### src/hw/rv32_exec_pkg.sv
package rv32_exec_pkg;

  // data word, also used for pc, addresses and immediates
  typedef logic [31:0] word_t;
  // register index
  typedef logic [4:0] reg_addr_t;

  // major opcodes of the RV32I base set
  typedef enum logic [6:0] {
    op_lui      = 7'b0110111,
    op_auipc    = 7'b0010111,
    op_jal      = 7'b1101111,
    op_jalr     = 7'b1100111,
    op_branch   = 7'b1100011,
    op_load     = 7'b0000011,
    op_store    = 7'b0100011,
    op_imm      = 7'b0010011,
    op_reg      = 7'b0110011,
    op_misc_mem = 7'b0001111,
    op_system   = 7'b1110011
  } opcode_e;

  typedef enum logic [3:0] {
    alu_add, alu_sub, alu_sll, alu_slt, alu_sltu,
    alu_xor, alu_srl, alu_sra, alu_or, alu_and
  } alu_op_e;

  // encoded as funct3, which loads and stores share
  typedef enum logic [2:0] {
    lt_lb   = 3'b000,
    lt_lh   = 3'b001,
    lt_lw   = 3'b010,
    lt_lbu  = 3'b100,
    lt_lhu  = 3'b101,
    lt_none = 3'b111
  } load_type_e;

  // encoded as the branch funct3
  typedef enum logic [2:0] {
    br_beq  = 3'b000,
    br_bne  = 3'b001,
    br_blt  = 3'b100,
    br_bge  = 3'b101,
    br_bltu = 3'b110,
    br_bgeu = 3'b111
  } branch_type_e;

  typedef enum logic [1:0] {w_sel_load, w_sel_pc4, w_sel_imm_u, w_sel_alu} w_sel_e;

  typedef enum logic {a_sel_rs1, a_sel_pc} alu_a_sel_e;

  typedef enum logic [1:0] {b_sel_rs2, b_sel_imm_i, b_sel_imm_s, b_sel_imm_u} alu_b_sel_e;

endpackage

### src/hw/control_unit.sv
`timescale 1ns/1ps

module control_unit (
  input  rv32_exec_pkg::word_t        instr,
  output rv32_exec_pkg::reg_addr_t    rs1,
  output rv32_exec_pkg::reg_addr_t    rs2,
  output rv32_exec_pkg::reg_addr_t    rd,
  output rv32_exec_pkg::word_t        imm_i,
  output rv32_exec_pkg::word_t        imm_s,
  output rv32_exec_pkg::word_t        imm_sb,
  output rv32_exec_pkg::word_t        imm_uj,
  output rv32_exec_pkg::word_t        imm_u,
  output rv32_exec_pkg::alu_op_e      alu_op,
  output rv32_exec_pkg::alu_a_sel_e   alu_a_sel,
  output rv32_exec_pkg::alu_b_sel_e   alu_b_sel,
  output rv32_exec_pkg::w_sel_e       w_sel,
  output logic                        reg_wen,
  output logic                        dren,
  output logic                        dwen,
  output rv32_exec_pkg::load_type_e   load_type,
  output logic                        branch,
  output rv32_exec_pkg::branch_type_e branch_type,
  output logic                        jump,
  output logic                        j_sel,
  output logic                        halt,
  output logic                        illegal_insn
);

  rv32_exec_pkg::opcode_e opcode;
  rv32_exec_pkg::alu_op_e arith_op;
  logic [2:0]             funct3;
  logic [6:0]             funct7;
  logic                   bubble;
  logic                   illegal;

  assign opcode = rv32_exec_pkg::opcode_e'(instr[6:0]);
  assign funct3 = instr[14:12];
  assign funct7 = instr[31:25];
  // all-zero word is what fetch sends when it has nothing
  assign bubble = (instr == '0);

  assign rs1 = instr[19:15];
  assign rs2 = instr[24:20];
  assign rd  = instr[11:7];

  // immediate formats, all sign extended from bit 31
  assign imm_i  = {{20{instr[31]}}, instr[31:20]};
  assign imm_s  = {{20{instr[31]}}, instr[31:25], instr[11:7]};
  assign imm_sb = {{19{instr[31]}}, instr[31], instr[7], instr[30:25], instr[11:8], 1'b0};
  assign imm_uj = {{11{instr[31]}}, instr[31], instr[19:12], instr[20], instr[30:21], 1'b0};
  assign imm_u  = {instr[31:12], 12'b0};

  // alu op for the OP and OP-IMM groups
  // sub only exists in register form, srai shares funct7 bit 5 with sra
  always_comb begin
    case (funct3)
      3'b000:  arith_op = (opcode == rv32_exec_pkg::op_reg && funct7[5]) ?
                          rv32_exec_pkg::alu_sub : rv32_exec_pkg::alu_add;
      3'b001:  arith_op = rv32_exec_pkg::alu_sll;
      3'b010:  arith_op = rv32_exec_pkg::alu_slt;
      3'b011:  arith_op = rv32_exec_pkg::alu_sltu;
      3'b100:  arith_op = rv32_exec_pkg::alu_xor;
      3'b101:  arith_op = funct7[5] ? rv32_exec_pkg::alu_sra : rv32_exec_pkg::alu_srl;
      3'b110:  arith_op = rv32_exec_pkg::alu_or;
      default: arith_op = rv32_exec_pkg::alu_and;
    endcase
  end

  always_comb begin
    // defaults describe a no-op that adds rs1 and rs2
    alu_op      = rv32_exec_pkg::alu_add;
    alu_a_sel   = rv32_exec_pkg::a_sel_rs1;
    alu_b_sel   = rv32_exec_pkg::b_sel_rs2;
    w_sel       = rv32_exec_pkg::w_sel_alu;
    reg_wen     = 1'b0;
    dren        = 1'b0;
    dwen        = 1'b0;
    load_type   = rv32_exec_pkg::lt_none;
    branch      = 1'b0;
    branch_type = rv32_exec_pkg::br_beq;
    jump        = 1'b0;
    j_sel       = 1'b0;
    halt        = 1'b0;
    illegal     = 1'b0;
    case (opcode)
      rv32_exec_pkg::op_lui: begin
        reg_wen = 1'b1;
        w_sel   = rv32_exec_pkg::w_sel_imm_u;
      end
      rv32_exec_pkg::op_auipc: begin
        reg_wen   = 1'b1;
        alu_a_sel = rv32_exec_pkg::a_sel_pc;
        alu_b_sel = rv32_exec_pkg::b_sel_imm_u;
      end
      rv32_exec_pkg::op_jal: begin
        reg_wen = 1'b1;
        w_sel   = rv32_exec_pkg::w_sel_pc4;
        jump    = 1'b1;
        j_sel   = 1'b1;
      end
      rv32_exec_pkg::op_jalr: begin
        reg_wen = 1'b1;
        w_sel   = rv32_exec_pkg::w_sel_pc4;
        jump    = 1'b1;
        illegal = (funct3 != 3'b000);
      end
      rv32_exec_pkg::op_branch: begin
        branch      = 1'b1;
        branch_type = rv32_exec_pkg::branch_type_e'(funct3);
        // funct3 010 and 011 are unassigned
        illegal     = (funct3[2:1] == 2'b01);
      end
      rv32_exec_pkg::op_load: begin
        reg_wen   = 1'b1;
        dren      = 1'b1;
        w_sel     = rv32_exec_pkg::w_sel_load;
        alu_b_sel = rv32_exec_pkg::b_sel_imm_i;
        load_type = rv32_exec_pkg::load_type_e'(funct3);
        illegal   = (funct3 == 3'b011) || (funct3[2:1] == 2'b11);
      end
      rv32_exec_pkg::op_store: begin
        dwen      = 1'b1;
        alu_b_sel = rv32_exec_pkg::b_sel_imm_s;
        load_type = rv32_exec_pkg::load_type_e'(funct3);
        // only sb, sh and sw exist
        illegal   = funct3[2] || (funct3[1:0] == 2'b11);
      end
      rv32_exec_pkg::op_imm: begin
        reg_wen   = 1'b1;
        alu_b_sel = rv32_exec_pkg::b_sel_imm_i;
        alu_op    = arith_op;
        // shift immediates carry funct7 in the upper imm bits
        if (funct3 == 3'b001)
          illegal = (funct7 != 7'b0000000);
        else if (funct3 == 3'b101)
          illegal = (funct7 != 7'b0000000) && (funct7 != 7'b0100000);
      end
      rv32_exec_pkg::op_reg: begin
        reg_wen = 1'b1;
        alu_op  = arith_op;
        illegal = (funct7 != 7'b0000000) &&
                  !(funct7 == 7'b0100000 && (funct3 == 3'b000 || funct3 == 3'b101));
      end
      rv32_exec_pkg::op_misc_mem: begin
        // fence and fence.i behave as no-ops here
        illegal = (funct3[2:1] != 2'b00);
      end
      rv32_exec_pkg::op_system: begin
        // ecall and ebreak differ only in bit 20, csr forms are not supported
        if (instr[31:21] == '0 && instr[19:7] == '0)
          halt = 1'b1;
        else
          illegal = 1'b1;
      end
      default: illegal = 1'b1;
    endcase
    // nothing may leave decode for an illegal word or a bubble
    if (illegal || bubble) begin
      reg_wen   = 1'b0;
      dren      = 1'b0;
      dwen      = 1'b0;
      branch    = 1'b0;
      jump      = 1'b0;
      halt      = 1'b0;
      load_type = rv32_exec_pkg::lt_none;
    end
  end

  assign illegal_insn = illegal & ~bubble;

endmodule

### src/hw/rv32i_reg_file.sv
`timescale 1ns/1ps

module rv32i_reg_file (
  input  logic                     CLK,
  input  logic                     rst,
  input  rv32_exec_pkg::reg_addr_t rs1,
  input  rv32_exec_pkg::reg_addr_t rs2,
  input  rv32_exec_pkg::reg_addr_t rd,
  input  logic                     wen,
  input  rv32_exec_pkg::word_t     w_data,
  output rv32_exec_pkg::word_t     rs1_data,
  output rv32_exec_pkg::word_t     rs2_data
);

  // x0 has no storage
  rv32_exec_pkg::word_t regs [1:31];

  always_ff @(posedge CLK) begin
    if (rst) begin
      for (int i = 1; i < 32; i++)
        regs[i] <= '0;
    end else if (wen && rd != '0) begin
      regs[rd] <= w_data;
    end
  end

  // reads see the old value during a write in the same cycle
  assign rs1_data = (rs1 == '0) ? '0 : regs[rs1];
  assign rs2_data = (rs2 == '0) ? '0 : regs[rs2];

endmodule

### src/hw/alu.sv
`timescale 1ns/1ps

module alu (
  input  rv32_exec_pkg::alu_op_e aluop,
  input  rv32_exec_pkg::word_t   port_a,
  input  rv32_exec_pkg::word_t   port_b,
  output rv32_exec_pkg::word_t   port_out
);

  // shift amount is the low five bits of operand b
  logic [4:0] shamt;

  assign shamt = port_b[4:0];

  always_comb begin
    case (aluop)
      rv32_exec_pkg::alu_add:  port_out = port_a + port_b;
      rv32_exec_pkg::alu_sub:  port_out = port_a - port_b;
      rv32_exec_pkg::alu_sll:  port_out = port_a << shamt;
      // set on less than, signed then unsigned
      rv32_exec_pkg::alu_slt:  port_out = {31'b0, $signed(port_a) < $signed(port_b)};
      rv32_exec_pkg::alu_sltu: port_out = {31'b0, port_a < port_b};
      rv32_exec_pkg::alu_xor:  port_out = port_a ^ port_b;
      rv32_exec_pkg::alu_srl:  port_out = port_a >> shamt;
      // arithmetic shift keeps the sign bit
      rv32_exec_pkg::alu_sra:  port_out = $signed(port_a) >>> shamt;
      rv32_exec_pkg::alu_or:   port_out = port_a | port_b;
      rv32_exec_pkg::alu_and:  port_out = port_a & port_b;
      default:                 port_out = '0;
    endcase
  end

endmodule

### src/hw/branch_res.sv
`timescale 1ns/1ps

module branch_res (
  input  rv32_exec_pkg::word_t        rs1_data,
  input  rv32_exec_pkg::word_t        rs2_data,
  input  rv32_exec_pkg::word_t        pc,
  input  rv32_exec_pkg::word_t        imm_sb,
  input  rv32_exec_pkg::branch_type_e branch_type,
  output logic                        branch_taken,
  output rv32_exec_pkg::word_t        branch_addr
);

  logic eq;
  logic lt_s;
  logic lt_u;

  // one comparator set shared by all six conditions
  assign eq   = (rs1_data == rs2_data);
  assign lt_s = ($signed(rs1_data) < $signed(rs2_data));
  assign lt_u = (rs1_data < rs2_data);

  always_comb begin
    case (branch_type)
      rv32_exec_pkg::br_beq:  branch_taken = eq;
      rv32_exec_pkg::br_bne:  branch_taken = ~eq;
      rv32_exec_pkg::br_blt:  branch_taken = lt_s;
      rv32_exec_pkg::br_bge:  branch_taken = ~lt_s;
      rv32_exec_pkg::br_bltu: branch_taken = lt_u;
      rv32_exec_pkg::br_bgeu: branch_taken = ~lt_u;
      default:                branch_taken = 1'b0;
    endcase
  end

  // target is pc relative, the immediate already has bit 0 clear
  assign branch_addr = pc + imm_sb;

endmodule

### src/hw/dmem_align.sv
`timescale 1ns/1ps

module dmem_align (
  input  rv32_exec_pkg::load_type_e load_type,
  input  logic                      dren,
  input  logic                      dwen,
  input  logic [1:0]                addr_low,
  input  rv32_exec_pkg::word_t      store_data,
  input  rv32_exec_pkg::word_t      rdata,
  output logic [3:0]                byte_en,
  output logic                      mal_addr,
  output rv32_exec_pkg::word_t      wdata,
  output rv32_exec_pkg::word_t      load_data
);

  logic       access;
  logic       is_byte;
  logic       is_half;
  logic       is_word;
  logic [7:0] byte_lane;
  logic [15:0] half_lane;

  assign access  = dren | dwen;
  // unsigned forms only matter for loads, the lanes are the same
  assign is_byte = (load_type == rv32_exec_pkg::lt_lb) || (load_type == rv32_exec_pkg::lt_lbu);
  assign is_half = (load_type == rv32_exec_pkg::lt_lh) || (load_type == rv32_exec_pkg::lt_lhu);
  assign is_word = (load_type == rv32_exec_pkg::lt_lw);

  // word needs offset 0, half needs an even offset
  assign mal_addr = access && ((is_word && addr_low != 2'b00) || (is_half && addr_low[0]));

  // lane enables, cleared for misaligned or absent accesses
  always_comb begin
    byte_en = 4'b0000;
    if (access && !mal_addr) begin
      if (is_byte)
        byte_en = 4'b0001 << addr_low;
      else if (is_half)
        byte_en = addr_low[1] ? 4'b1100 : 4'b0011;
      else if (is_word)
        byte_en = 4'b1111;
    end
  end

  // store data copied to every lane so byte_en picks the right one
  always_comb begin
    if (is_byte)
      wdata = {4{store_data[7:0]}};
    else if (is_half)
      wdata = {2{store_data[15:0]}};
    else
      wdata = store_data;
  end

  // little endian lane pick from the address offset
  assign byte_lane = rdata[{addr_low, 3'b000} +: 8];
  assign half_lane = rdata[{addr_low[1], 4'b0000} +: 16];

  always_comb begin
    case (load_type)
      rv32_exec_pkg::lt_lb:  load_data = {{24{byte_lane[7]}}, byte_lane};
      rv32_exec_pkg::lt_lbu: load_data = {24'b0, byte_lane};
      rv32_exec_pkg::lt_lh:  load_data = {{16{half_lane[15]}}, half_lane};
      rv32_exec_pkg::lt_lhu: load_data = {16'b0, half_lane};
      default:               load_data = rdata;
    endcase
  end

endmodule

### src/hw/execute_stage.sv
`timescale 1ns/1ps

module execute_stage (
  input  logic                 CLK,
  input  logic                 rst,
  input  rv32_exec_pkg::word_t instr,
  input  rv32_exec_pkg::word_t pc,
  input  logic                 prediction,
  input  logic                 stall,
  output rv32_exec_pkg::word_t brj_addr,
  output logic                 mispredict,
  output logic                 jump,
  output logic                 branch,
  output logic                 halt,
  output logic                 illegal_insn,
  output logic                 mal_l,
  output logic                 mal_s,
  output rv32_exec_pkg::word_t badaddr,
  output logic                 dmem_ren,
  output logic                 dmem_wen,
  output rv32_exec_pkg::word_t dmem_addr,
  output rv32_exec_pkg::word_t dmem_wdata,
  output logic [3:0]           dmem_byte_en,
  input  rv32_exec_pkg::word_t dmem_rdata
);

  // decode outputs
  rv32_exec_pkg::reg_addr_t    rs1;
  rv32_exec_pkg::reg_addr_t    rs2;
  rv32_exec_pkg::reg_addr_t    rd;
  rv32_exec_pkg::word_t        imm_i;
  rv32_exec_pkg::word_t        imm_s;
  rv32_exec_pkg::word_t        imm_sb;
  rv32_exec_pkg::word_t        imm_uj;
  rv32_exec_pkg::word_t        imm_u;
  rv32_exec_pkg::alu_op_e      alu_op;
  rv32_exec_pkg::alu_a_sel_e   alu_a_sel;
  rv32_exec_pkg::alu_b_sel_e   alu_b_sel;
  rv32_exec_pkg::w_sel_e       w_sel;
  rv32_exec_pkg::load_type_e   load_type;
  rv32_exec_pkg::branch_type_e branch_type;
  logic                        reg_wen;
  logic                        dren;
  logic                        dwen;
  logic                        j_sel;

  // datapath
  rv32_exec_pkg::word_t rs1_data;
  rv32_exec_pkg::word_t rs2_data;
  rv32_exec_pkg::word_t w_data;
  rv32_exec_pkg::word_t port_a;
  rv32_exec_pkg::word_t port_b;
  rv32_exec_pkg::word_t alu_out;
  rv32_exec_pkg::word_t load_data;
  rv32_exec_pkg::word_t branch_addr;
  rv32_exec_pkg::word_t pc4;
  rv32_exec_pkg::word_t jump_sum;
  rv32_exec_pkg::word_t jump_addr;
  logic                 branch_taken;
  logic                 mal_addr;
  logic                 rf_wen;

  control_unit cu (
    .instr(instr), .rs1(rs1), .rs2(rs2), .rd(rd),
    .imm_i(imm_i), .imm_s(imm_s), .imm_sb(imm_sb), .imm_uj(imm_uj), .imm_u(imm_u),
    .alu_op(alu_op), .alu_a_sel(alu_a_sel), .alu_b_sel(alu_b_sel), .w_sel(w_sel),
    .reg_wen(reg_wen), .dren(dren), .dwen(dwen), .load_type(load_type),
    .branch(branch), .branch_type(branch_type), .jump(jump), .j_sel(j_sel),
    .halt(halt), .illegal_insn(illegal_insn)
  );

  rv32i_reg_file rf (
    .CLK(CLK), .rst(rst), .rs1(rs1), .rs2(rs2), .rd(rd),
    .wen(rf_wen), .w_data(w_data), .rs1_data(rs1_data), .rs2_data(rs2_data)
  );

  // operand a is rs1, or pc for auipc
  assign port_a = (alu_a_sel == rv32_exec_pkg::a_sel_pc) ? pc : rs1_data;

  always_comb begin
    case (alu_b_sel)
      rv32_exec_pkg::b_sel_imm_i: port_b = imm_i;
      rv32_exec_pkg::b_sel_imm_s: port_b = imm_s;
      rv32_exec_pkg::b_sel_imm_u: port_b = imm_u;
      default:                    port_b = rs2_data;
    endcase
  end

  alu alu_inst (.aluop(alu_op), .port_a(port_a), .port_b(port_b), .port_out(alu_out));

  branch_res br (
    .rs1_data(rs1_data), .rs2_data(rs2_data), .pc(pc), .imm_sb(imm_sb),
    .branch_type(branch_type), .branch_taken(branch_taken), .branch_addr(branch_addr)
  );

  dmem_align dmem (
    .load_type(load_type), .dren(dren), .dwen(dwen), .addr_low(alu_out[1:0]),
    .store_data(rs2_data), .rdata(dmem_rdata), .byte_en(dmem_byte_en),
    .mal_addr(mal_addr), .wdata(dmem_wdata), .load_data(load_data)
  );

  assign pc4 = pc + 32'd4;

  // one adder for both jumps, jal is pc relative and jalr rs1 relative
  assign jump_sum  = (j_sel ? pc : rs1_data) + (j_sel ? imm_uj : imm_i);
  assign jump_addr = {jump_sum[31:1], 1'b0};

  // jumps win, then a taken branch, else fall through
  always_comb begin
    if (jump)
      brj_addr = jump_addr;
    else if (branch && branch_taken)
      brj_addr = branch_addr;
    else
      brj_addr = pc4;
  end

  // only real branches can be mispredicted
  assign mispredict = branch & (prediction ^ branch_taken);

  always_comb begin
    case (w_sel)
      rv32_exec_pkg::w_sel_load:  w_data = load_data;
      rv32_exec_pkg::w_sel_pc4:   w_data = pc4;
      rv32_exec_pkg::w_sel_imm_u: w_data = imm_u;
      default:                    w_data = alu_out;
    endcase
  end

  // no write under stall or for a misaligned load
  assign rf_wen = reg_wen & ~stall & ~(dren & mal_addr);

  // alu result is the effective address
  assign dmem_addr = alu_out;
  assign dmem_ren  = dren & ~mal_addr;
  assign dmem_wen  = dwen & ~mal_addr;

  assign mal_l   = dren & mal_addr;
  assign mal_s   = dwen & mal_addr;
  assign badaddr = alu_out;

endmodule

### config.mk
export PLATFORM = sky130hd
export DESIGN_NAME = execute_stage
export DESIGN_NICKNAME = d
export VERILOG_FILES = /design/src/hw/rv32_exec_pkg.sv /design/src/hw/control_unit.sv /design/src/hw/rv32i_reg_file.sv /design/src/hw/alu.sv /design/src/hw/branch_res.sv /design/src/hw/dmem_align.sv /design/src/hw/execute_stage.sv
export SDC_FILE = /design/constraint.sdc
export NUM_CORES = 2
export LEC_CHECK = 0
export ABC_CLOCK_PERIOD_IN_PS = 27900
export BUFFER_PORTS_ARGS = -buffer_cell sky130_fd_sc_hd__buf_2
export CAP_MARGIN = 5
export CORE_MARGIN = 4
export CORE_UTILIZATION = 45
export DETAILED_ROUTE_END_ITERATION = 7
export PLACE_DENSITY = 0.7
export SYNTH_ARGS = -nofsm -noshare
export SYNTH_HDL_FRONTEND = slang
export SYNTH_SLANG_ARGS = --single-unit
### constraint.sdc
create_clock -name CLK -period 27.9 [get_ports CLK]
set_input_delay 5.58 -clock CLK [delete_from_list [all_inputs] [get_ports CLK]]
set_output_delay 5.58 -clock CLK [all_outputs]
set_load 0.01 [all_outputs]
==> flow_summary.yaml <==
run_status:
  status: "complete, but fails checks"
  violations: "design-rule violations, max-capacitance violations, max-slew violations"
grt:
  grt_usage: 0.390
  grt_start_max_net_pins: 113
  grt_pass1_vias: 58700
  grt_pass1_wl_um: 453000
  grt_overflow: 0
  antenna_found_initial: 17
worst_setup_path:
  critical_path_arrival_ns: 15.14
  cp_max_fo: 61
  cp_top_family: "buffers and inverters"
  crit_path_start: "instr[20]"
  rr_startpoint: "rf.regs[27][0]"
  worstPathRequired_ns: 22.32
  crit_path_frequent_cell: "a21oi_1"
  cp_slowest_cell: "or4_1"
  critical_path_class: "in2out"
  start_kind: "primary input"
  cp.buffers_inverters: 8
  cp-end-kind: "output port"
  cpPeakStageDelay_ns: 0.83
cts:
  path_clk_slew_ns: 0.06
  cts_tree: "done"
  cts-buffers-inserted: 103
  post_cts_buffers: 0
  cts_root_buffer: "clkbuf_16"
  cts_max_path_buffers: 3
  cts-resized-gates: 0
  cts.sinks: 1024
  cts_max_level: 3
  insertion_delay_ns: 0.73
  cts_hold_buf: 0
placed_design:
  gp_congestion: 1.13
  place.port_buffers: 240
  dp.cells: 8462
  dpl.hpwl_um: 221000
floorplan:
  die_y_um: 404
  start_util: 0.455
  die_w_um: 404
  core_area_mm2: 0.155
  ios: 241
  rows: 144
  dieArea_mm2: 0.163
flow_run:
  max_cap_viol_count: 1
routing:
  firstDrtPassIters: 8
  route.detailed.drc: 8
  wl_per_cell_um: 37.8
  initialDrtViolationCount: 11400
  viasPerCell: 7.24
  wl_um: 327000
  num_vias: 62700
  drtAntennaViolNets: 0
synthesis:
  ys_ff_latch: 1024
  ys_seq_area_frac: 0.436
  synth_warnings: 0
  async_flop_share: 0
  postSynthCellCount: 6558
  synth_edf_count: 1024
  synth.distinct_cells: 103
  synth_area_mm2: 0.0705
  ys.flop_type: "edfxtp_1"
  syn_area_per_cell_um2: 10.7
cells_and_area:
  n_fill_cell: 13700
  drive_gt1_frac: 0.194
  nets: 6819
  max_flop_register: "rf.regs"
  area_growth_pct: 9.35
  largestRegisters: "rf.regs x1024"
  largest_reg_flops: 1024
  finalNonFillerCells: 8664
pwr:
  p_seq_frac: 0.367
  p_clk_frac: 0.276
  peakVddDrop_mv: 0.0580
  p_sw_mw: 1.91
  p_leak_nw: 29.1
  intPower_mw: 2.97
  powerDensity_mw_per_mm2: 63.3
  combPwrFrac: 0.357
  swShare: 0.391
min_path:
  worstHoldStart: "rf.regs[23][4]"
  min_path_type: "reg2reg"
timing:
  rsz0062_at_grt: "false"
  fmax_mhz: 48.3
  fin_setup_tns_ns: 0
  worst_pin_slew_ns: 1.54
  drv_slew: 3
  slew_headroom: -0.0329
  setup_viol_count_final: 0
  hold_viol: 0
  fin_skew_ns: 0.0443
  period_share: 0.743
  fin_crit_ns: 20.72
power groups by stage:
| stage | sequential, mW | clock [mW] | combinational (mW) |
|---|---|---|---|
| 6_report | 1.79 | 1.35 | 1.74 |
| 5_1_grt | 1.79 | 1.41 | 1.77 |
| 4_1_cts | 1.79 | 1.35 | 1.64 |
| 3_5_place_dp | 1.82 | 0 | 1.63 |
| 3_3_place_gp | 1.81 | 0 | 1.63 |
| 2_1_floorplan | 1.81 | 0 | 0.980 |
cell usage after synthesis (all sizes together), types with 16 or more instances:
cell	instances	area share
nor2	1219	0.065
edfxtp	1024	0.44
mux4	431	0.14
clkbuf	407	0.022
nand2	377	0.020
a21oi	304	0.022
mux2i	280	0.040
o21ai	242	0.017
buf	221	0.018
ha	190	0.034
inv	188	0.010
nor3	146	0.010
a211oi	107	0.011
nand3	104	0.0075
o221ai	93	0.012
nand2b	77	0.0068
a22oi	74	0.0080
mux2	74	0.012
a21o	67	0.0071
xnor2	58	0.0072
o22ai	57	0.0051
o211ai	56	0.0060
a221oi	54	0.0067
and3	52	0.0046
and2	47	0.0042
a22o	46	0.0057
o31ai	38	0.0043
a211o	36	0.0045
o21a	35	0.0037
a31oi	33	0.0029
nor2b	32	0.0028
nand4	29	0.0026
or3	29	0.0026
xor2	29	0.0036
a2111oi	24	0.0031
nor4	20	0.0018
or2	18	0.0016
a31o	16	0.0020
nor3b	16	0.0017
o21bai	16	0.0017
worst register-to-register path, stage by stage (launching register included):
cell and delay [ns]:
edfxtp_1 0.43, mux4_2 0.50, a22o_1 0.25, a211o_1 0.35
and3_1 0.31, inv_1 0.15, nor2_1 0.05, a21o_1 0.32
inv_1 0.15, ha_1 0.19, inv_1 0.07, fa_1 0.48
a211o_1 0.32, a2111oi_0 0.71, o31ai_1 0.26, a311oi_1 0.75
o31a_1 0.34, o311ai_0 0.19, a21oi_1 0.82, or4_1 0.53
o21ai_1 0.17, a21oi_2 0.60, nor4b_2 0.14, buf_4 0.24
nand2_2 0.87, nand2b_2 0.64, buf_4 0.50
path summary, 6_finish.rpt:
kind	to	slack, ns	depth (start not counted)
setup reg to reg	rf.regs[17][27]	17.30	26
hold reg to reg	rf.regs[0][3]	2.40	11
setup / recovery	dmem_byte_en[1]	7.18	28
hold / removal	rf.regs[0][3]	2.40	11
logic make-up (layout without fill, tap and decap cells):
| kind of cell | after synthesis | count (layout) | share of synthesized area |
|---|---|---|---|
| fa+ha+maj | 194 | 194 | 0.0349 |
| simple gates | 2199 | 2199 | 0.136 |
| flops | 1024 | 1024 | 0.436 |
| mux | 785 | 785 | 0.189 |
| xor+xnor | 87 | 87 | 0.0108 |
| other cells | 1 | 44 | 0.0000532 |
| buf+inv | 819 | 838 | 0.0494 |
| compound gates | 1449 | 1449 | 0.143 |
per-stage QoR:
step	total power, mW	hold slack (ns)	worst slack, ns	cell area (µm²)	util
2_1_floorplan	2.79	1.68	8.80	70600	-
3_3_place_gp	3.45	2.29	7.51	73800	0.476
3_5_place_dp	3.45	2.25	7.55	73800	0.476
4_1_cts	4.78	2.25	7.52	77000	0.497
5_1_grt	4.98	2.46	6.70	77000	0.497
6_report	4.88	2.40	7.18	77100	0.497
per-layer routing:
metal / vias up / share of wire / global-route usage
li1: 24800 / - / -
met3: 1248 / 0.16 / 0.144
met5: - / 0.00048 / 0.00468
met1: 30700 / 0.34 / 0.492
met4: 18 / 0.090 / 0.276
met2: 5876 / 0.41 / 0.552
layout by cell type (no fill, tap or decap), types with 29 or more instances in the layout:
cell type  count
nor2_1      1213
edfxtp_1    1024
mux4_2       431
nand2_1      365
a21oi_1      295
mux2i_1      280
o21ai_0      233
buf_2        233
buf_4        217
ha_1         190
inv_1        177
nor3_1       140
clkbuf_16    103
a211oi_1      96
o221ai_1      93
nand3_1       88
a22oi_1       73
mux2_2        71
a21o_1        67
xnor2_1       58
o22ai_1       56
o211ai_1      56
a221oi_1      54
and3_1        52
a22o_1        46
nand2b_1      45
a211o_1       36
o21a_1        35
a31oi_1       33
nand2b_2      32
conb_1        32
o31ai_1       31
nor2b_1       30
clkinv_1      30
and2_1        29
nand4_1       29
xor2_1        29
area by class of cell:
| class | count | area [µm²] | share of cell area |
|---|---|---|---|
| Multi-Input combinational cell | 4746 | 36900 | 0.478 |
| Sequential cell | 1024 | 30700 | 0.399 |
| Timing Repair Buffer | 459 | 2930 | 0.0380 |
| Clock buffer | 126 | 2660 | 0.0346 |
| Tap cell | 2044 | 2560 | 0.0332 |
| Inverter | 191 | 719 | 0.00934 |
| Clock inverter | 62 | 563 | 0.00731 |
| Antenna cell | 12 | 30.0 | 0.000390 |
(Power assumes the default switching activity.)
